==> config.mk <==
export PLATFORM = sky130hd
export DESIGN_NAME = hdc_lane
export DESIGN_NICKNAME = d
export VERILOG_FILES = /design/src/hdc_pkg.sv /design/src/hdc_lane.sv
export VERILOG_INCLUDE_DIRS = /design/src
export SDC_FILE = /design/constraint.sdc
export NUM_CORES = 1
export LEC_CHECK = 0
export ABC_CLOCK_PERIOD_IN_PS = 5370
export BUFFER_PORTS_ARGS = -buffer_cell sky130_fd_sc_hd__buf_2
export CAP_MARGIN = 20
export CORE_MARGIN = 4
export CORE_UTILIZATION = 35
export CTS_BUF_LIST = sky130_fd_sc_hd__clkbuf_4
export CTS_CLUSTER_DIAMETER = 60
export CTS_CLUSTER_SIZE = 8
export DETAILED_ROUTE_END_ITERATION = 6
export HOLD_SLACK_MARGIN = 0.06
export PLACE_DENSITY_LB_ADDON = 0.1
export SETUP_SLACK_MARGIN = 0.2
export SLEW_MARGIN = 40
export SYNTH_ARGS = -nofsm -noshare
export SYNTH_HDL_FRONTEND = slang
export SYNTH_SLANG_ARGS = --single-unit
==> constraint.sdc <==
create_clock -name clk -period 5.37 [get_ports clk]
set_input_delay 0.2685 -clock clk [delete_from_list [all_inputs] [get_ports clk]]
set_output_delay 0.2685 -clock clk [all_outputs]
set_load 0.005 [all_outputs]
==> src/hdc_macros.svh <==
`ifndef HDC_MACROS_SVH
`define HDC_MACROS_SVH

// hypervector width in bits
`define HDC_DIM 64

// item memory depth, one hypervector per symbol
`define HDC_ITEMS 16

// symbol address width
// must cover HDC_ITEMS
`define HDC_SYM_W 4

// number of parallel encoder lanes
`define HDC_LANES 4

// lane index width
`define HDC_LANE_W 2

// rotation position width
// covers positions 0 to HDC_DIM-1
`define HDC_POS_W 6

`endif

==> src/hdc_pkg.sv <==
`default_nettype none
`include "hdc_macros.svh"

package hdc_pkg;

    // one hypervector
    typedef logic [`HDC_DIM-1:0] hv_t;

    // item memory address
    typedef logic [`HDC_SYM_W-1:0] sym_t;

    // lane index
    typedef logic [`HDC_LANE_W-1:0] lane_t;

    // rotation amount / position inside the n-gram window
    typedef logic [`HDC_POS_W-1:0] pos_t;

    // host command opcodes
    typedef enum logic [2:0] {
        OP_CONFIG    = 3'd0,
        OP_LOAD_ITEM = 3'd1,
        OP_START     = 3'd2,
        OP_ACCUM     = 3'd3,
        OP_READ      = 3'd4
    } hdc_op_e;

    // command receiver FSM
    typedef enum logic [1:0] {
        DS_IDLE,
        DS_ISSUE,
        DS_WAIT_DROP
    } disp_state_e;

    // result drain FSM
    typedef enum logic [1:0] {
        CS_SCAN,
        CS_REQ,
        CS_WAIT_DROP
    } coll_state_e;

endpackage

`default_nettype wire

==> src/hdc_lane.sv <==
`timescale 1ns/1ps
`default_nettype none
`include "hdc_macros.svh"

module hdc_lane (
    input  wire                   clk,
    input  wire                   rst_n,
    // broadcast item write
    input  wire                   wr_en,
    input  wire hdc_pkg::sym_t    wr_addr,
    input  wire hdc_pkg::hv_t     wr_data,
    // per-lane operation strobes
    input  wire                   op_start,
    input  wire                   op_accum,
    input  wire                   op_read,
    input  wire hdc_pkg::sym_t    op_sym,
    input  wire hdc_pkg::pos_t    ngram_len,
    // result handoff
    input  wire                   res_take,
    output logic                  res_valid,
    output logic                  res_busy,
    output hdc_pkg::hv_t          res_hv
);

    // rotate right by sh, done on a doubled vector
    function automatic hdc_pkg::hv_t rotr(input hdc_pkg::hv_t v, input hdc_pkg::pos_t sh);
        logic [2*`HDC_DIM-1:0] dbl;
        dbl = {v, v} >> sh;
        return dbl[`HDC_DIM-1:0];
    endfunction

    // item vectors, host loaded
    (* ram_style = "block" *)
    hdc_pkg::hv_t item_mem [`HDC_ITEMS];

    // stage 1: registered item read and op flags
    hdc_pkg::hv_t  hv_q;
    logic          s1_start;
    logic          s1_accum;
    logic          s1_read;

    // stage 2 state
    hdc_pkg::hv_t  enc_q;
    hdc_pkg::pos_t pos_q;

    // position update
    hdc_pkg::pos_t pos_last;
    hdc_pkg::pos_t pos_base;
    hdc_pkg::pos_t pos_next;

    // write lands at the next edge
    always_ff @(posedge clk) begin
        if (wr_en) begin
            item_mem[wr_addr] <= wr_data;
        end
    end

    // read is only needed for start and accumulate
    always_ff @(posedge clk) begin
        if (op_start || op_accum) begin
            hv_q <= item_mem[op_sym];
        end
    end

    always_ff @(posedge clk) begin
        if (!rst_n) begin
            s1_start <= 1'b0;
            s1_accum <= 1'b0;
            s1_read  <= 1'b0;
        end else begin
            s1_start <= op_start;
            s1_accum <= op_accum;
            s1_read  <= op_read;
        end
    end

    // len 0 stands for the full dimension, last position 63
    assign pos_last = ngram_len - 1'b1;
    // start restarts the window at position 0
    assign pos_base = s1_start ? '0 : pos_q;
    // >= also catches a window shrunk mid-stream
    assign pos_next = (pos_base >= pos_last) ? '0 : pos_base + 1'b1;

    always_ff @(posedge clk) begin
        if (!rst_n) begin
            enc_q <= '0;
            pos_q <= '0;
        end else if (s1_start) begin
            // first symbol, no rotation
            enc_q <= hv_q;
            pos_q <= pos_next;
        end else if (s1_accum) begin
            enc_q <= enc_q ^ rotr(hv_q, pos_q);
            pos_q <= pos_next;
        end
    end

    // result snapshot, held until the collector takes it
    always_ff @(posedge clk) begin
        if (s1_read) begin
            res_hv <= enc_q;
        end
    end

    always_ff @(posedge clk) begin
        if (!rst_n) begin
            res_valid <= 1'b0;
        end else if (s1_read) begin
            res_valid <= 1'b1;
        end else if (res_take) begin
            res_valid <= 1'b0;
        end
    end

    // full result register blocks further reads at the dispatcher
    assign res_busy = res_valid;

endmodule

`default_nettype wire

==> run summary, run 1 <==
Routed wire per std cell = 32.9 µm
VDD IR-drop max = 0.173 mV
Initial Utilization = 35.4%
Post-synthesis cell count = 2515
Number of global-route vias before repair = 29076
Met3 usage = 4.50%
Pin count of the biggest net entering global routing = 129
Initial DRC count = 2493
Setup Slack @ Placement = 1.65 ns
Mapped cell area = 51000 µm²
Number of cell rows = 139
Register area share after synthesis = 70.7%
Cell variety after synth = 70
Rel. slew slack = 37.6%
Vias = 27662
Max-cap viol count = 0
Worst hold-check path type = in -> reg
Setup bufs post-CTS = 0
H-tree depth = 4
Most common cell after layout, fill and taps aside = edfxtp_1
Layout Skew = 0.0837 ns
CP max FO = 34
Outcome = finished clean
Number of synthesis warnings = 0
Clock-pin slew of the registers on the worst-case setup and hold paths = 0.09 ns
Startpoint Class = flip-flop
Core Region = 144000 µm²
Min Tclk post-route = 3.87 ns
Clock buffer depth = 3
CTS tree = built
CTS buffer count = 179
Most frequent cells in the layout = 1152 x edfxtp_1, 411 x mux4_2, 213 x clkbuf_4, 161 x dlygate4sd3_1, 146 x buf_2
HPWL Detailed = 96200 µm
Ports = 151
Most Crowded Layer GR = met2
Met2 GRT Util = 34.9%
# fillers = 12908
Worst Slack Setup Final = 1.50 ns
Worst-skew pair later-pin latency = 1.20 ns
Post-synth ARST share = 0%
Synthesis-to-layout area growth = 13.8%
Share of cells above drive strength 1 = 32.0%
Final GP Congestion = 0.940
Final Setup Violations = 0
Worst-Margin Slew = 0.909 ns
Power Density = 319 nW/µm²
Net count after synthesis = 2608
EDFF count, synth = 1152
Number of synthesized register bits = 1226
Die Wd = 390 µm
CTS Sinks = 1226
Fmax = 258 MHz
Clock root cell = clkbuf_4
Most used DFF post-synth = edfxtp_1
R2R Setup Slk = 1.50 ns
RSZ-0062 raised after global routing = false
Wire length of the first global-routing pass = 228000 µm
Initial antenna violation count = 24
Setup CP Type = reg -> reg
Fin. Hold Viols = 0
Drt via density = 5.65
Worst Path Required = 6.47 ns
Routed wire length = 161000 µm
Nets@finish = 3008
DIE HEIGHT = 390 µm
CP Data Arrival Time = 4.97 ns
Cell leakage power = 18.4 nW
Fin Setup TNS = 0 ns
DR pass1 iterations = 5
Tcrit/Tclk final = 72.1%
PortBufs = 150
GR Util met1 = 28.5%
Syn_area_per_cell = 20.3 µm²
Die area = 152000 µm²
Drc violations = 0
ANT nets after route = 0
Crit path capture type = flip-flop
Pins Over Slew Limit = 0
Total track usage = 21.2%
GRT overflow = 0
repair_timing:
item | in CTS | in global routing
hold buffers | 161 | 0
resized for setup | 0 | 0
endpoints found under the hold margin | 1824 | 0
path summary, 6_finish.rpt:
path	from	end	cells after the start
max reg2reg	pos_q[1]	pos_q[5]	11
min	op_sym[3]	hv_q[15]	3
max	pos_q[1]	pos_q[5]	11
min reg2reg	enc_q[20]	res_hv[20]	0
logic make-up (layout without fill, tap and decap cells):
logic type | count (synthesis) | after routing | synth area share (%)
AO/OA/AOI/OAI | 323 | 323 | 4.08
XOR/XNOR | 62 | 62 | 1.06
adder cells (fa/ha/maj) | 8 | 8 | 0.196
buffers and inverters | 182 | 636 | 1.59
flip-flops | 1226 | 1226 | 70.7
multiplexers | 524 | 524 | 20.6
other | 0 | 20 | 0
AND/OR/NAND/NOR | 190 | 190 | 1.74
Yosys cell counts, types with 5 or more instances:
library cell / number / area, µm²
nor2b_1: 7 / 43.8
a22oi_1: 29 / 218
buf_2: 19 / 95.1
inv_1: 11 / 41.3
a21o_1: 5 / 37.5
ha_1: 8 / 100
and2_1: 8 / 50.1
nor3_1: 14 / 70.1
mux4_2: 411 / 9260
a22o_1: 9 / 78.8
xnor2_1: 48 / 420
a21oi_1: 73 / 365
mux4_1: 6 / 158
a221oi_1: 8 / 70.1
o211ai_1: 5 / 37.5
mux2i_1: 76 / 761
a211oi_1: 6 / 45.0
buf_4: 8 / 60.1
dfxtp_1: 74 / 1480
buf_1: 35 / 131
nand2_1: 47 / 176
o21a_1: 5 / 37.5
o21ai_0: 73 / 365
mux2_2: 29 / 327
o22ai_1: 58 / 363
nand3_1: 21 / 105
xor2_1: 14 / 123
clkbuf_1: 97 / 364
nor2_1: 62 / 233
and3_1: 8 / 50.1
o221ai_1: 8 / 70.1
edfxtp_1: 1152 / 34600
layer usage:
layer  share of wire [%]  up-vias
met1                  42    14833
met4                 2.7       14
met5               0.052        -
li1                    -    11516
met2                  49     1040
met3                 6.1      259
state kept, by name, summed over array words and instances, names as in the netlist:
signal / count
item_mem: 1024
enc_q: 64
hv_q: 64
res_hv: 64
pos_q: 6
res_busy: 1
s1_accum: 1
s1_read: 1
s1_start: 1
critical path, cell delays in order, from the launching register on:
cell and delay [ns]:
dfxtp_4 0.76, buf_12 0.30, inv_2 0.25, nor2_1 0.31
ha_1 0.29, a21o_1 0.16, a21o_1 0.17, a211oi_1 0.22
o21ai_1 0.11, dlygate4sd3_1 0.58, or3_1 0.35, a221oi_1 0.28
where the power goes:
group	leakage (nW)	switching (W)	total (W)	internal, W
registers	11.1	0.000414	0.0112	0.0108
clock network	1.09	0.00320	0.00523	0.00203
logic	6.18	0.00117	0.00207	0.000894
final cells by class:
cell class / count / area (µm²) / area share, %
clock inverter: 22 / 238 / 0.409
clock buffer: 213 / 1600 / 2.75
timing repair buffer: 385 / 3320 / 5.72
antenna: 20 / 50.0 / 0.0862
sequential: 1226 / 36100 / 62.1
multi-input combinational: 1107 / 14300 / 24.7
tap: 1903 / 2380 / 4.10
inverter: 16 / 61.3 / 0.106
through the flow:
step / cell area (µm²) / utilization [%] / cells / hold WS, ns / power (W)
floorplan: 51100 / - / 2515 / 0.367 / 0.0123
global placement: 54400 / 37.7 / 4467 / 0.443 / 0.0134
detailed placement: 54600 / 37.8 / 4476 / 0.439 / 0.0134
CTS: 58000 / 40.2 / 4872 / 0.170 / 0.0188
global route: 58000 / 40.3 / 4879 / 0.219 / 0.0193
finish: 58100 / 40.3 / 4892 / 0.342 / 0.0185
No activity file was read; power rests on OpenSTA's default activity.
==> inputs of run 2 (changes only) <==
--- a/config.mk
+++ b/config.mk
@@ -6,7 +6,7 @@
 export SDC_FILE = /design/constraint.sdc
 export NUM_CORES = 1
 export LEC_CHECK = 0
-export ABC_CLOCK_PERIOD_IN_PS = 5370
+export ABC_CLOCK_PERIOD_IN_PS = 3550
 export BUFFER_PORTS_ARGS = -buffer_cell sky130_fd_sc_hd__buf_2
 export CAP_MARGIN = 20
 export CORE_MARGIN = 4
==> constraint.sdc (replaced) <==
create_clock -name clk -period 3.55 [get_ports clk]
set_input_delay 0.1775 -clock clk [delete_from_list [all_inputs] [get_ports clk]]
set_output_delay 0.1775 -clock clk [all_outputs]
set_load 0.005 [all_outputs]
==> run summary, run 2 (same netlist as run 1, synthesis figures left out) <==
Fin cells = 4956 (+1.3%)
Startpoint Class = flip-flop
CP Data Arrival Time = 4.24 ns (-0.73 ns)
Initial antenna violation count = 17 (-29%)
Ports = 151 (unchanged)
Total power = 0.0279 W (+51%)
Initial DRC count = 2485 (-0.32%)
Initial Utilization = 35.4% (unchanged)
Rel. slew slack = 38.7% (+1.1 points)
Max reg flops = 1024 (unchanged)
Number of cell rows = 139 (unchanged)
Routed wire per std cell = 31.8 µm (-3.3%)
Number of global-route vias before repair = 29132 (+0.19%)
Worst hold-check path type = in -> reg
Fmax = 309 MHz (+20%)
Worst-skew pair later-pin latency = 1.14 ns (-0.06 ns)
Cell leakage power = 18.9 nW (+2.6%)
Core Region = 144000 µm² (unchanged)
Fin. Hold Viols = 0 (unchanged)
Clock-pin slew of the registers on the worst-case setup and hold paths = 0.10 ns (about the same)
H-tree depth = 4 (unchanged)
Final GP Congestion = 0.940 (about the same)
Share of cells above drive strength 1 = 33.4% (+1.4 points)
Layout Skew = 0.0531 ns (-0.0306 ns)
Routed wire length = 158000 µm (-2.1%)
Nets@finish = 3093 (+2.8%)
DIE HEIGHT = 390 µm (unchanged)
Fin Setup TNS = 0 ns (unchanged)
RSZ-0062 raised after global routing = false
Multi-input logic area = 14300 µm² (-0.18%)
PortBufs = 150 (unchanged)
Total track usage = 20.9% (-0.37 points)
CP max FO = 23 (-32%)
Final Setup Violations = 0 (unchanged)
ANT nets after route = 0 (unchanged)
Crit path capture type = flip-flop
CTS tree = built
Most frequent cells in the layout = 1152 x edfxtp_1, 411 x mux4_2, 205 x clkbuf_4, 164 x dlygate4sd3_1, 148 x buf_2
Placed Cells = 4559 (+1.9%)
Power Density = 474 nW/µm² (+49%)
CTS buffer count = 176 (-1.7%)
Most common cell after layout, fill and taps aside = edfxtp_1
R2R Setup Slk = 0.31 ns (-1.19 ns)
Largest register by flop count = item_mem
Min Tclk post-route = 3.24 ns (-0.634 ns)
Tcrit/Tclk final = 91.3% (+19 points)
GRT overflow = 0 (unchanged)
Drc violations = 0 (unchanged)
Clock root cell = clkbuf_4
Max-cap viol count = 0 (unchanged)
Worst Path Required = 4.55 ns (-1.92 ns)
Setup CP Type = reg -> reg
Vias = 27765 (+0.37%)
FF/Latch Area = 36100 µm² (about the same)
# fillers = 12812 (-0.74%)
Pin count of the biggest net entering global routing = 128 (-0.78%)
DR pass1 iterations = 5 (unchanged)
Die area = 152000 µm² (unchanged)
Outcome = finished clean
VDD IR-drop max = 0.202 mV (+17%)
Clock buffer depth = 3 (unchanged)
Pins Over Slew Limit = 0 (unchanged)
HPWL Detailed = 100000 µm (+3.9%)
CTS Sinks = 1226 (unchanged)
Synthesis-to-layout area growth = 15.3%
Drt via density = 5.60 (-0.92%)
Wire length of the first global-routing pass = 224000 µm (-1.4%)
Worst-Margin Slew = 0.909 ns (-0.000108 ns)
Die Wd = 390 µm (unchanged)
[run 2: layer usage]
layer / GRT usage, % / wire (µm)
met3: 3.76 / 8200
met5: 0 / 69
met1: 28.8 / 68700
met4: 6.15 / 4160
met2: 34.0 / 76600
[run 2: timing repair]
| item | 4_1_cts | 5_1_grt |
|---|---|---|
| hold buffers | 165 | 0 |
| endpoints found under the setup margin | 0 | 5 |
| hold endpoints to repair | 2241 | 0 |
| buffers inserted | 0 | 1 |
| resized for setup | 0 | 1 |
[run 2: power by group]
part	internal, W	switching (W)	total, W
clock network	0.00303	0.00469	0.00772
registers	0.0163	0.000561	0.0169
logic	0.00145	0.00183	0.00328
[run 2: critical path, stage by stage (launching register included)]
cell      delay, ns
dfxtp_4        0.58
buf_12         0.24
mux4_2         0.55
mux2_2         0.37
a221oi_1       0.64
o221ai_1       0.20
nand4_1        0.26
xor2_1         0.17
a21oi_1        0.08
[run 2: final timing paths]
path / end / start / cells after the start
hold reg to reg: res_hv[13] / enc_q[13] / 0
hold / removal: item_mem[4][24] / wr_addr[1] / 4
setup reg to reg: enc_q[21] / pos_q[3] / 8
setup / recovery: enc_q[21] / pos_q[3] / 8
[run 2: cell type report]
| type | instances | share of cell area, % |
|---|---|---|
| diodes | 7 | 0.0298 |
| repair buffers | 473 | 7.14 |
| inverters | 16 | 0.104 |
| clock inverters | 19 | 0.406 |
| flip-flops and latches | 1226 | 61.3 |
| clock buffers | 205 | 2.62 |
| multi-input cells | 1107 | 24.3 |
| well taps | 1903 | 4.05 |
[run 2: metrics by stage]
stage / area (µm²) / worst slack (ns) / hold slack (ns) / utilization, %
finish: 58800 / 0.310 / 0.291 / 40.8
global route: 58800 / 0.223 / 0.179 / 40.8
CTS: 58800 / 0.226 / 0.0817 / 40.8
detailed placement: 55400 / 0.254 / 0.401 / 38.4
global placement: 55300 / 0.122 / 0.395 / 38.4
floorplan: 51100 / -0.322 / 0.276 / -
