<file path="src/hdc_macros.svh">
`ifndef HDC_MACROS_SVH
`define HDC_MACROS_SVH

// hypervector width in bits
`define HDC_DIM 64

// item memory depth, one hypervector per symbol
`define HDC_ITEMS 16

// symbol address width
// must cover HDC_ITEMS
`define HDC_SYM_W 4

// number of parallel encoder lanes
`define HDC_LANES 4

// lane index width
`define HDC_LANE_W 2

// rotation position width
// covers positions 0 to HDC_DIM-1
`define HDC_POS_W 6

`endif

</file>
<file path="src/hdc_pkg.sv">
`default_nettype none
`include "hdc_macros.svh"

package hdc_pkg;

    // one hypervector
    typedef logic [`HDC_DIM-1:0] hv_t;

    // item memory address
    typedef logic [`HDC_SYM_W-1:0] sym_t;

    // lane index
    typedef logic [`HDC_LANE_W-1:0] lane_t;

    // rotation amount / position inside the n-gram window
    typedef logic [`HDC_POS_W-1:0] pos_t;

    // host command opcodes
    typedef enum logic [2:0] {
        OP_CONFIG    = 3'd0,
        OP_LOAD_ITEM = 3'd1,
        OP_START     = 3'd2,
        OP_ACCUM     = 3'd3,
        OP_READ      = 3'd4
    } hdc_op_e;

    // command receiver FSM
    typedef enum logic [1:0] {
        DS_IDLE,
        DS_ISSUE,
        DS_WAIT_DROP
    } disp_state_e;

    // result drain FSM
    typedef enum logic [1:0] {
        CS_SCAN,
        CS_REQ,
        CS_WAIT_DROP
    } coll_state_e;

endpackage

`default_nettype wire

</file>
<file path="src/hdc_dispatch.sv">
`timescale 1ns/1ps
`default_nettype none
`include "hdc_macros.svh"

module hdc_dispatch (
    input  wire                      clk,
    input  wire                      rst_n,
    // host command port, four-phase
    input  wire                      cmd_req,
    input  wire hdc_pkg::hdc_op_e    cmd_op,
    input  wire hdc_pkg::lane_t      cmd_lane,
    input  wire hdc_pkg::sym_t       cmd_sym,
    input  wire hdc_pkg::hv_t        cmd_hv,
    output logic                     cmd_ack,
    // lane side
    input  wire [`HDC_LANES-1:0]     res_busy,
    output logic                     wr_en,
    output hdc_pkg::sym_t            wr_addr,
    output hdc_pkg::hv_t             wr_data,
    output logic [`HDC_LANES-1:0]    op_start,
    output logic [`HDC_LANES-1:0]    op_accum,
    output logic [`HDC_LANES-1:0]    op_read,
    output hdc_pkg::sym_t            op_sym,
    output hdc_pkg::pos_t            ngram_len
);

    hdc_pkg::disp_state_e state_q;

    // captured command, stable until the next DS_IDLE capture
    hdc_pkg::hdc_op_e     op_q;
    hdc_pkg::lane_t       lane_q;
    hdc_pkg::sym_t        sym_q;
    hdc_pkg::hv_t         hv_q;

    // read must wait while the target lane still holds a result
    logic                 read_blocked;

    assign read_blocked = (op_q == hdc_pkg::OP_READ) && res_busy[lane_q];

    // write port and symbol come straight from the captured command
    assign wr_addr = sym_q;
    assign wr_data = hv_q;
    assign op_sym  = sym_q;

    // command capture, payload only
    always_ff @(posedge clk) begin
        if (state_q == hdc_pkg::DS_IDLE && cmd_req) begin
            op_q   <= cmd_op;
            lane_q <= cmd_lane;
            sym_q  <= cmd_sym;
            hv_q   <= cmd_hv;
        end
    end

    always_ff @(posedge clk) begin
        if (!rst_n) begin
            state_q   <= hdc_pkg::DS_IDLE;
            cmd_ack   <= 1'b0;
            wr_en     <= 1'b0;
            op_start  <= '0;
            op_accum  <= '0;
            op_read   <= '0;
            // HDC_DIM truncates to 0 in pos_t, i.e. the full window
            ngram_len <= hdc_pkg::pos_t'(`HDC_DIM);
        end else begin
            // strobes last one cycle
            wr_en    <= 1'b0;
            op_start <= '0;
            op_accum <= '0;
            op_read  <= '0;
            case (state_q)
                hdc_pkg::DS_IDLE: begin
                    if (cmd_req) begin
                        state_q <= hdc_pkg::DS_ISSUE;
                    end
                end
                hdc_pkg::DS_ISSUE: begin
                    // back-pressure: hold here, no pulse and no ack
                    if (!read_blocked) begin
                        case (op_q)
                            hdc_pkg::OP_CONFIG:    ngram_len <= hv_q[`HDC_POS_W-1:0];
                            hdc_pkg::OP_LOAD_ITEM: wr_en <= 1'b1;
                            hdc_pkg::OP_START:     op_start[lane_q] <= 1'b1;
                            hdc_pkg::OP_ACCUM:     op_accum[lane_q] <= 1'b1;
                            hdc_pkg::OP_READ:      op_read[lane_q] <= 1'b1;
                            // unknown opcode just gets acked
                            default: ;
                        endcase
                        cmd_ack <= 1'b1;
                        state_q <= hdc_pkg::DS_WAIT_DROP;
                    end
                end
                hdc_pkg::DS_WAIT_DROP: begin
                    // ack falls once req is seen low
                    if (!cmd_req) begin
                        cmd_ack <= 1'b0;
                        state_q <= hdc_pkg::DS_IDLE;
                    end
                end
                default: begin
                    state_q <= hdc_pkg::DS_IDLE;
                end
            endcase
        end
    end

endmodule

`default_nettype wire

</file>
<file path="config.mk">
export PLATFORM = sky130hd
export DESIGN_NAME = hdc_dispatch
export DESIGN_NICKNAME = d
export VERILOG_FILES = /design/src/hdc_pkg.sv /design/src/hdc_dispatch.sv
export VERILOG_INCLUDE_DIRS = /design/src
export SDC_FILE = /design/constraint.sdc
export NUM_CORES = 1
export LEC_CHECK = 0
export ABC_AREA = 1
export CAP_MARGIN = 20
export CORE_ASPECT_RATIO = 1.25
export CORE_MARGIN = 2
export CORE_UTILIZATION = 55
export DETAILED_ROUTE_END_ITERATION = 10
export DONT_BUFFER_PORTS = 1
export PLACE_DENSITY = 0.73
export SYNTH_ARGS = -nofsm -noshare
export SYNTH_HDL_FRONTEND = slang
export SYNTH_SLANG_ARGS = --single-unit
</file>
<file path="constraint.sdc">
create_clock -name clk -period 2.5 [get_ports clk]
set_clock_uncertainty 0.05 [all_clocks]
set_input_delay 0.5 -clock clk [delete_from_list [all_inputs] [get_ports clk]]
set_output_delay 0.5 -clock clk [all_outputs]
set_load 0.01 [all_outputs]
</file>
==> results of run 1 <==
## worst paths after layout
path                                           startpoint                         to  cells past startpoint
worst max register to register    state_q[0]$_SDFFE_PN0P_      wr_data[11]$_DFFE_PP_                      4
worst max-delay path              state_q[0]$_SDFFE_PN0P_      wr_data[11]$_DFFE_PP_                      4
worst min-delay path                           cmd_hv[56]      wr_data[56]$_DFFE_PP_                      0
worst min register to register  ngram_len[0]$_SDFFE_PN0P_  ngram_len[0]$_SDFFE_PN0P_                      2
## synthesized netlist by cell type (all sizes together)
library cell  count  area share
inv              16       0.020
nor2             18       0.024
edfxtp           73        0.72
nand2            18       0.026
o21ai             6      0.0098
dfxtp            22        0.14
nand3            10       0.023
a21oi             7       0.011
buf               6       0.015
nor3              2      0.0070
## power breakdown
group | internal (W) | switching, W
clock | 0.000457 | 0.000473
sequential | 0.00181 | 0.0000875
combinational | 0.0000153 | 0.0000672
total | 0.00229 | 0.000628
## cell usage in the layout (no fill, tap or decap), drive strengths merged
cell,Yosys,routed
buf,6,1
clkinvlp,0,3
o21ai,6,6
edfxtp,73,73
clkinv,0,3
a21oi,7,7
dfxtp,22,22
nor3,2,2
clkbuf,0,10
nand3,10,10
bufinv,0,1
nand2,18,18
nor2,18,18
inv,16,15
## logic make-up (layout without fill, tap and decap cells)
kind of cell	Yosys count	count (layout)	synth area share
flip-flops	95	95	0.864
AO/OA/AOI/OAI	13	13	0.0213
buffers and inverters	22	33	0.0349
AND/OR/NAND/NOR	48	48	0.0800
## registers in the layout, indices dropped and copies added, names as in the netlist
name and cells:
cmd_ack 1, lane_q 2, ngram_len 6, op_accum 4, op_q 3, op_read 4, op_start 4, op_sym 4
state_q 2, wr_data 64, wr_en 1
## per-layer routing
| metal | track usage | wire [um] |
|---|---|---|
| met1 | 0.170 | 1770 |
| met2 | 0.272 | 2870 |
| met3 | 0.0938 | 502 |
| met4 | 0.0840 | 102 |
| met5 | 0 | 0 |
## area by class of cell
type | count | area (um^2)
Fill cell | 408 | 2120
Inverter | 16 | 63.8
Clock buffer | 10 | 128
Sequential cell | 95 | 2630
Multi-Input combinational cell | 61 | 309
Clock inverter | 6 | 61.3
Timing Repair Buffer | 1 | 7.51
Tap cell | 64 | 80.1
## worst reg2reg max path: cells and delay by family (launching register included)
family,cells,cell delay (ns)
buf+inv,2,0.78
simple gates,2,0.29
flops,1,0.32
## through the flow
stage / std cells / util / hold WS [ns]
global route: 253 / 0.607 / 0.160
detailed placement: 237 / 0.572 / 0.457
floorplan: 178 / - / 0.417
finish: 253 / 0.607 / 0.194
CTS: 253 / 0.607 / 0.173
global placement: 237 / 0.572 / 0.443
==> impl_metrics.yaml, run 1 <==
run_status:
  status: "complete, no violations"
clock_network:
  clock_slew_at_reported_path_ffs_ns: 0.08
  tritoncts_clock_tree: "built"
  ctsLongestPathBuffers: 2
  htree_levels: 3
  holdBufCountCts: 0
  cts_resized: 0
  cts_inserted_buffers: 9
  insertion_delay_ns: 0.34
  clkSinkCount: 95
  cts_setup_buffers: 0
  cts-root-buf: "sky130_fd_sc_hd__clkbuf_8"
logic_synthesis:
  cell_count_after_synthesis: 178
  postSynthNetCount: 258
  number_of_different_library_cells_in_the_post_synthesis_netlist: 19
  syn-cell-area_um2: 3050
  synth_warnings: 0
  syn_area_per_cell_um2: 17.1
  ys_ff_latch: 95
  yosysSeqAreaShare: 0.864
global_routing:
  number_of_antenna_violations_at_the_first_check_in_global_routing: 0
  grt_pass1_wl_mm: 7.16
  largest_net_degree_at_the_start_of_global_routing: 73
  grt_util_all_layers: 0.166
  grt-ovfl-total: 0
  number_of_global_route_vias_before_repair: 1314
placement:
  dpl_worst_slack_ns: 0.461
  detailed_place_hpwl_mm: 3.90
  gp_congestion: 0.952
  place.port_buffers: 0
  standard_cell_area_after_detailed_placement_um2: 3090
min_path:
  holdCritPathClass: "in2reg"
power:
  leakagePower_nw: 1.13
  report.power.total_w: 0.00291
  vdd_drop_max_v: 0.000535
  power_per_cell_area_nw_per_um2: 888
detailed_routing:
  drt_iter0_markers: 101
  detail_route.vias_per_cell: 5.56
  iteration_count_of_the_initial_detailed_routing_pass: 4
  routed-via-count: 1406
  detail-route-antenna-nets: 0
  detail_route.wirelength_mm: 5.25
  wire_per_inst_um: 20.7
  detail_route.drc_violations: 0
sta:
  setup_tns_ns: 0
  finalMaxSlewViolations: 0
  hold_violations: 0
  fin_crit_sh: 0.732
  clock.fmax_mhz: 547
  report.final.setup_viol: 0
  setup_repair_after_global_routing_missed_its_margin: "false"
  tightestPinTransition_ns: 0.848
  post-route-worst-setup-slack_ns: 0.670
  slew_headroom: 0.434
  finalWorstPathRequiredPeriod_ns: 1.83
floorplan:
  die_width_um: 70.6
  chipHeight_um: 87.2
  design.die.area_um2: 6160
  std_cell_rows: 30
  ioPinCount: 172
  start_util: 0.564
  core_region_area_um2: 5410
layout:
  area_growth_pct: 7.68
  nets: 264
  finalInstanceArea_um2: 3280
  number_of_diodes: 0
  drive_gt1_frac: 0.138
critical_path:
  crit_path_top_delay_cell: "sky130_fd_sc_hd__buf_4"
  timing.reg2reg.setup_slack_ns: 0.67
  critical_path_buffers_and_inverters: 2
  critPathCaptureType: "register"
  worstPathCellList: "nor2_1, nand2_1, clkinvlp_4, buf_4"
  critical_path.top_delay_family: "buffers and inverters"
  worstPathRequired_ns: 2.42
  cp-start-kind: "register"
  worstSetupPathType: "reg2reg"
  cp_data_arrival_time_ns: 1.75
  worst_path_largest_cell_delay_ns: 0.67
  crit_fanout: 72
job:
  max_cap_violations: 0
Note: power is estimated with default switching activity, not from simulation.
==> inputs of run 2 (changes only) <==
ABC_AREA = 0   (was 1)
CORE_UTILIZATION = 61   (was 55)
PLACE_DENSITY = 0.77   (was 0.73)
clock period = 1.7 ns   (was 2.5 ns; I/O delays follow)
==> run 2 against run 1 <==
Sequential power increased by 48%. Synthesized cell count decreased by 13%. Hold slack got worse by 0.17 ns. Power grew 50%. Area after synthesis fell by 1.2%. Routed wire length is 17% higher. Largest cell class unchanged. Highest routed layer is now met5. Sequential cell count stayed put. First-iteration DRC count is 30% higher.
==> impl_metrics.yaml, run 2 <==
power:
  leakagePower_nw: 1.12
  pwr-share-clk: 0.327
  internal_power_w: 0.00344
  seq_power_share: 0.643
  p_sw_frac: 0.215
  power_per_cell_area_nw_per_um2: 1310
  power.switching_w: 0.000943
  pwr-share-comb: 0.030
  vdd_drop_max_v: 0.000979
logic_synthesis:
  synth_flop_cell: "sky130_fd_sc_hd__edfxtp_1"
  cell_count_after_synthesis: 154
  synth_edf_count: 73
  synth.top_cells.by_area: "sky130_fd_sc_hd__edfxtp_1 (73%), sky130_fd_sc_hd__dfxtp_1 (15%), sky130_fd_sc_hd__nand3_1 (1.2%), sky130_fd_sc_hd__a21oi_1 (1.0%), sky130_fd_sc_hd__nor3_2 (1.0%)"
  syn-cell-area_um2: 3010
  yosysSeqAreaShare: 0.874
  ys_ff_latch: 95
  synth_top_area_frac: 0.728
  postSynthNetCount: 234
  post-synth-top-area-cell: "sky130_fd_sc_hd__edfxtp_1"
  number_of_different_library_cells_in_the_post_synthesis_netlist: 26
  netlist_top_cells_count: "sky130_fd_sc_hd__edfxtp_1 (73), sky130_fd_sc_hd__dfxtp_1 (22), sky130_fd_sc_hd__nor2_1 (8)"
  asyncSetResetFlopFracSynth: 0
  syn_area_per_cell_um2: 19.6
  synth_warnings: 0
  yosysMostFrequentCell: "sky130_fd_sc_hd__edfxtp_1"
clock_network:
  clock_slew_at_reported_path_ffs_ns: 0.09
  tritoncts_clock_tree: "built"
  cts-root-buf: "sky130_fd_sc_hd__clkbuf_8"
  cts_setup_buffers: 0
  htree_levels: 3
  clkSinkCount: 95
  ctsLongestPathBuffers: 2
  cts_inserted_buffers: 9
  insertion_delay_ns: 0.34
global_routing:
  largest_net_degree_at_the_start_of_global_routing: 42
  number_of_global_route_vias_before_repair: 1352
  grt_pass1_wl_mm: 7.92
  number_of_antenna_violations_at_the_first_check_in_global_routing: 1
  grt-ovfl-total: 0
  grt_util_all_layers: 0.217
floorplan:
  std_cell_rows: 28
  start_util: 0.637
  design.die.area_um2: 5520
  ioPinCount: 172
  die_width_um: 66.8
  core_region_area_um2: 4730
  chipHeight_um: 82.6
detailed_routing:
  wire_per_inst_um: 26.5
  routed-via-count: 1395
  drt_iter0_markers: 131
  iteration_count_of_the_initial_detailed_routing_pass: 4
  detail_route.vias_per_cell: 6.01
  detail_route.wirelength_mm: 6.15
  detail_route.drc_violations: 0
  detail-route-antenna-nets: 0
run_status:
  status: "complete, no violations"
sta:
  hold_violations: 0
  finalWorstPathRequiredPeriod_ns: 1.63
  slew_headroom: 0.636
  tightestPinTransition_ns: 0.545
  clock.fmax_mhz: 612
  setup_tns_ns: 0
  report.final.setup_viol: 0
  finalMaxSlewViolations: 0
  fin_crit_sh: 0.962
  setup_repair_after_global_routing_missed_its_margin: "false"
  hold_ws_ns: 0.0261
layout:
  layout.cells.most_common: "sky130_fd_sc_hd__edfxtp_1"
  fin_cells: 232
  nets: 247
  most-common-layout-cells: "sky130_fd_sc_hd__edfxtp_1 (73), sky130_fd_sc_hd__dfxtp_1 (20), sky130_fd_sc_hd__clkbuf_8 (10)"
  max_ffs_per_register: 64
  number_of_diodes: 0
  area_growth_pct: 11.3
  drive_gt1_frac: 0.174
  layout.core_utilization: 0.709
  fillers: 280
critical_path:
  worstPathRequired_ns: 1.87
  worstPathCellList: "or4b_4, o21ai_0, a21oi_1"
  cp_data_arrival_time_ns: 1.81
  worst_path_largest_cell_delay_ns: 0.60
  crit_fanout: 7
  critPathCaptureType: "register"
  critical_path.top_delay_family: "simple AND/OR/NAND/NOR gates"
  critPathLaunch: "op_q[1]$_DFFE_PP_"
  crit_path_top_delay_cell: "sky130_fd_sc_hd__or4b_4"
  worstSetupPathType: "reg2reg"
  cp-start-kind: "register"
  worst_r2r_startpoint: "op_q[1]$_DFFE_PP_"
  critical_path_buffers_and_inverters: 0
job:
  max_cap_violations: 0
placement:
  place.port_buffers: 0
  gp_congestion: 0.695
  detailed_place_hpwl_mm: 4.68
  dp.cells: 212
min_path:
  hold_path.startpoint: "cmd_hv[13]"
  holdCritPathClass: "in2reg"
-- run 2: path summary, 6_finish.rpt --
| path | endpoint | slack [ns] | cells after the start |
|---|---|---|---|
| setup / recovery | ngram_len[4]$_SDFFE_PN0P_ | 0.07 | 3 |
| hold / removal | wr_data[13]$_DFFE_PP_ | 0.03 | 0 |
| setup reg to reg | ngram_len[4]$_SDFFE_PN0P_ | 0.07 | 3 |
| hold reg to reg | ngram_len[1]$_SDFFE_PN0P_ | 0.50 | 2 |
-- run 2: timing repair --
action / CTS / global route
endpoints found under the hold margin: 4 / 0
endpoints found under the setup margin: 0 / 3
hold buffers: 4 / 0
gates resized for setup: 0 / 2
-- run 2: area by class of cell --
cell class                 count  area [um^2]  share of cell area
clock buffer                  11          141              0.0422
clock inverter                 5         56.3              0.0168
inverter                       4         15.0             0.00448
multi-input combinational     51          349               0.104
sequential                    95         2640               0.786
tap                           60         75.1              0.0224
timing repair buffer           6         80.1              0.0239
-- run 2: power by group through the flow --
stage | clock network (W) | logic [W] | registers [W]
3_3_place_gp | 0 | 0.000116 | 0.00286
5_1_grt | 0.00153 | 0.000146 | 0.00283
4_1_cts | 0.00145 | 0.000133 | 0.00282
6_report | 0.00143 | 0.000133 | 0.00281
2_1_floorplan | 0 | 0.0000942 | 0.00284
3_5_place_dp | 0 | 0.000125 | 0.00287
-- run 2: cells by family (layout without fill, tap and decap cells) --
| group | count (synthesis) | count (layout) | share of synthesized area |
|---|---|---|---|
| buffers and inverters | 8 | 26 | 0.0150 |
| AND/OR/NAND/NOR | 34 | 34 | 0.0735 |
| AO/OA/AOI/OAI | 16 | 16 | 0.0299 |
| flip-flops | 95 | 95 | 0.874 |
| multiplexers | 1 | 1 | 0.00748 |
-- run 2: per-layer routing --
| metal | track usage | vias up | wire [um] |
|---|---|---|---|
| met1 | 0.201 | 662 | 1970 |
| li1 | - | 607 | - |
| met2 | 0.384 | 107 | 3310 |
| met5 | 0 | - | 13 |
| met3 | 0.104 | 17 | 689 |
| met4 | 0.120 | 2 | 167 |
-- run 2: metrics by stage --
step           total power (W)  worst slack (ns)  cell area, um^2
6_report               0.00438            0.0654             3350
2_1_floorplan          0.00293             -1.03             3030
5_1_grt                0.00450            0.0490             3350
4_1_cts                0.00440            0.0141             3350
3_3_place_gp           0.00297             0.221             3110
3_5_place_dp           0.00300            0.0266             3110
==> inputs of run 3 (changes only) <==
CELL_PAD_IN_SITES_DETAIL_PLACEMENT = 1   (was default)
CELL_PAD_IN_SITES_GLOBAL_PLACEMENT = 1   (was default)
CORE_UTILIZATION = 48   (was 61)
PLACE_DENSITY = default   (was 0.77)
PLACE_DENSITY_LB_ADDON = 0.1   (was default)
==> run 3 against run 2 <==
Power shrank 4.1%. Core utilization shrank 16 points. Clock power shrank 12%. Final cell count grew 11%. Critical path depth is the same. Global-route usage shrank 5.1 points. Sequential power is essentially flat. Design area shrank 0.34%. Largest cell class unchanged. Largest power group unchanged.
==> impl_metrics.yaml, run 3 (same netlist as run 2, synthesis figures left out) <==
power:
  seq_power_share: 0.669
  pwr-share-comb: 0.030
  leakagePower_nw: 1.09
  power_per_cell_area_nw_per_um2: 1260
  vdd_drop_max_v: 0.000664
  power.switching_w: 0.000952
  internal_power_w: 0.00325
  pwr-share-clk: 0.301
  p_sw_frac: 0.227
critical_path:
  worstSetupPathType: "reg2reg"
  worstPathCellList: "or4b_1, o21ai_0, a21oi_1"
  worstPathRequired_ns: 1.88
  crit_fanout: 7
  critPathCaptureType: "register"
  cp-start-kind: "register"
  critical_path.top_delay_family: "simple AND/OR/NAND/NOR gates"
  crit_path_top_delay_cell: "sky130_fd_sc_hd__or4b_1"
  timing.reg2reg.worst_path_depth: 3
  worstSetupPathDepth: 3
  critical_path_buffers_and_inverters: 0
  worst_path_largest_cell_delay_ns: 0.63
  cp_data_arrival_time_ns: 1.74
global_routing:
  number_of_antenna_violations_at_the_first_check_in_global_routing: 0
  grt-ovfl-total: 0
  number_of_global_route_vias_before_repair: 1454
  grt_util_all_layers: 0.166
  grt_pass1_wl_mm: 7.98
  largest_net_degree_at_the_start_of_global_routing: 75
floorplan:
  die_width_um: 74.8
  chipHeight_um: 92.6
  std_cell_rows: 32
  core_region_area_um2: 6130
  design.die.area_um2: 6930
  start_util: 0.492
  ioPinCount: 172
detailed_routing:
  detail_route.wirelength_mm: 5.63
  routed-via-count: 1384
  iteration_count_of_the_initial_detailed_routing_pass: 4
  detail-route-antenna-nets: 0
  detail_route.vias_per_cell: 5.39
  wire_per_inst_um: 21.9
  drt_iter0_markers: 67
  detail_route.drc_violations: 0
layout:
  area_growth_pct: 10.9
  layout.core_utilization: 0.545
  drive_gt1_frac: 0.163
  fillers: 548
  fin_cells: 257
  area.sequential_um2: 2640
  number_of_diodes: 0
  area_used_by_multi_input_combinational_logic_um2: 345
  most-common-layout-cells: "sky130_fd_sc_hd__edfxtp_1 (73), sky130_fd_sc_hd__dfxtp_1 (20), sky130_fd_sc_hd__clkbuf_8 (9)"
  layout.cells.most_common: "sky130_fd_sc_hd__edfxtp_1"
  max_ffs_per_register: 64
  nets: 247
clock_network:
  cts_inserted_buffers: 9
  cts_setup_buffers: 0
  tritoncts_clock_tree: "built"
  ctsLongestPathBuffers: 2
  clkSinkCount: 95
  clock_slew_at_reported_path_ffs_ns: 0.09
  cts-root-buf: "sky130_fd_sc_hd__clkbuf_8"
  cts_resized: 0
  htree_levels: 3
  insertion_delay_ns: 0.34
  holdBufCountCts: 4
sta:
  slew_headroom: 0.656
  clock.fmax_mhz: 640
  setup_repair_after_global_routing_missed_its_margin: "false"
  finalWorstPathRequiredPeriod_ns: 1.56
  hold_violations: 0
  report.final.setup_viol: 0
  tightestPinTransition_ns: 0.515
  finalMaxSlewViolations: 0
  post-route-worst-setup-slack_ns: 0.137
  hold_ws_ns: 0.0348
  setup_tns_ns: 0
  fin_crit_sh: 0.919
job:
  max_cap_violations: 0
placement:
  dp.cells: 237
  dpl_worst_slack_ns: 0.147
  detailed_place_hpwl_mm: 4.21
  gp_congestion: 0.808
  place.port_buffers: 0
run_status:
  status: "complete, no violations"
min_path:
  holdCritPathClass: "in2reg"
  worst_hold_path.num_cells: 0
-- run 3: cell count changes in the layout (fill, tap and decap cells not counted) --
cell / previous run / this run
sky130_fd_sc_hd__buf_12: 2 / 1
sky130_fd_sc_hd__buf_4: 0 / 1
sky130_fd_sc_hd__bufinv_16: 1 / 0
sky130_fd_sc_hd__clkbuf_8: 10 / 9
sky130_fd_sc_hd__clkinv_1: 0 / 1
sky130_fd_sc_hd__clkinv_2: 2 / 0
sky130_fd_sc_hd__clkinvlp_4: 1 / 3
sky130_fd_sc_hd__inv_6: 1 / 2
sky130_fd_sc_hd__o21ai_0: 5 / 6
sky130_fd_sc_hd__o21ai_1: 2 / 1
sky130_fd_sc_hd__or4b_1: 0 / 1
sky130_fd_sc_hd__or4b_4: 1 / 0
-- run 3: stage by stage --
stage          total power [W]  cell area [um^2]
2_1_floorplan          0.00293              3030
4_1_cts                0.00425              3340
3_5_place_dp           0.00298              3130
6_report               0.00420              3340
3_3_place_gp           0.00298              3130
5_1_grt                0.00435              3340
-- run 3: layout make-up --
| class | instances | share of cell area |
|---|---|---|
| Timing Repair Buffer | 6 | 0.0202 |
| Clock inverter | 6 | 0.0131 |
| Tap cell | 85 | 0.0318 |
| Multi-Input combinational cell | 51 | 0.103 |
| Sequential cell | 95 | 0.789 |
| Clock buffer | 10 | 0.0382 |
| Inverter | 4 | 0.00449 |
-- run 3: power groups by stage --
stage | logic [W] | registers (W) | clock network, W
2_1_floorplan | 0.0000942 | 0.00284 | 0
3_3_place_gp | 0.000113 | 0.00286 | 0
3_5_place_dp | 0.000118 | 0.00286 | 0
4_1_cts | 0.000126 | 0.00281 | 0.00131
5_1_grt | 0.000139 | 0.00282 | 0.00139
6_report | 0.000125 | 0.00281 | 0.00126
-- run 3: per-layer routing --
| layer | vias up | global-route usage | routed length [um] |
|---|---|---|---|
| met5 | - | 0 | 0 |
| met1 | 656 | 0.153 | 1720 |
| met2 | 100 | 0.270 | 3010 |
| li1 | 608 | - | - |
| met3 | 20 | 0.0892 | 633 |
| met4 | 0 | 0.116 | 272 |
-- run 3: final timing paths --
check	from	to	slack (ns)
setup / recovery	op_q[1]$_DFFE_PP_	ngram_len[3]$_SDFFE_PN0P_	0.14
hold reg to reg	ngram_len[4]$_SDFFE_PN0P_	ngram_len[4]$_SDFFE_PN0P_	0.49
hold / removal	cmd_hv[61]	wr_data[61]$_DFFE_PP_	0.03
setup reg to reg	op_q[1]$_DFFE_PP_	ngram_len[3]$_SDFFE_PN0P_	0.14
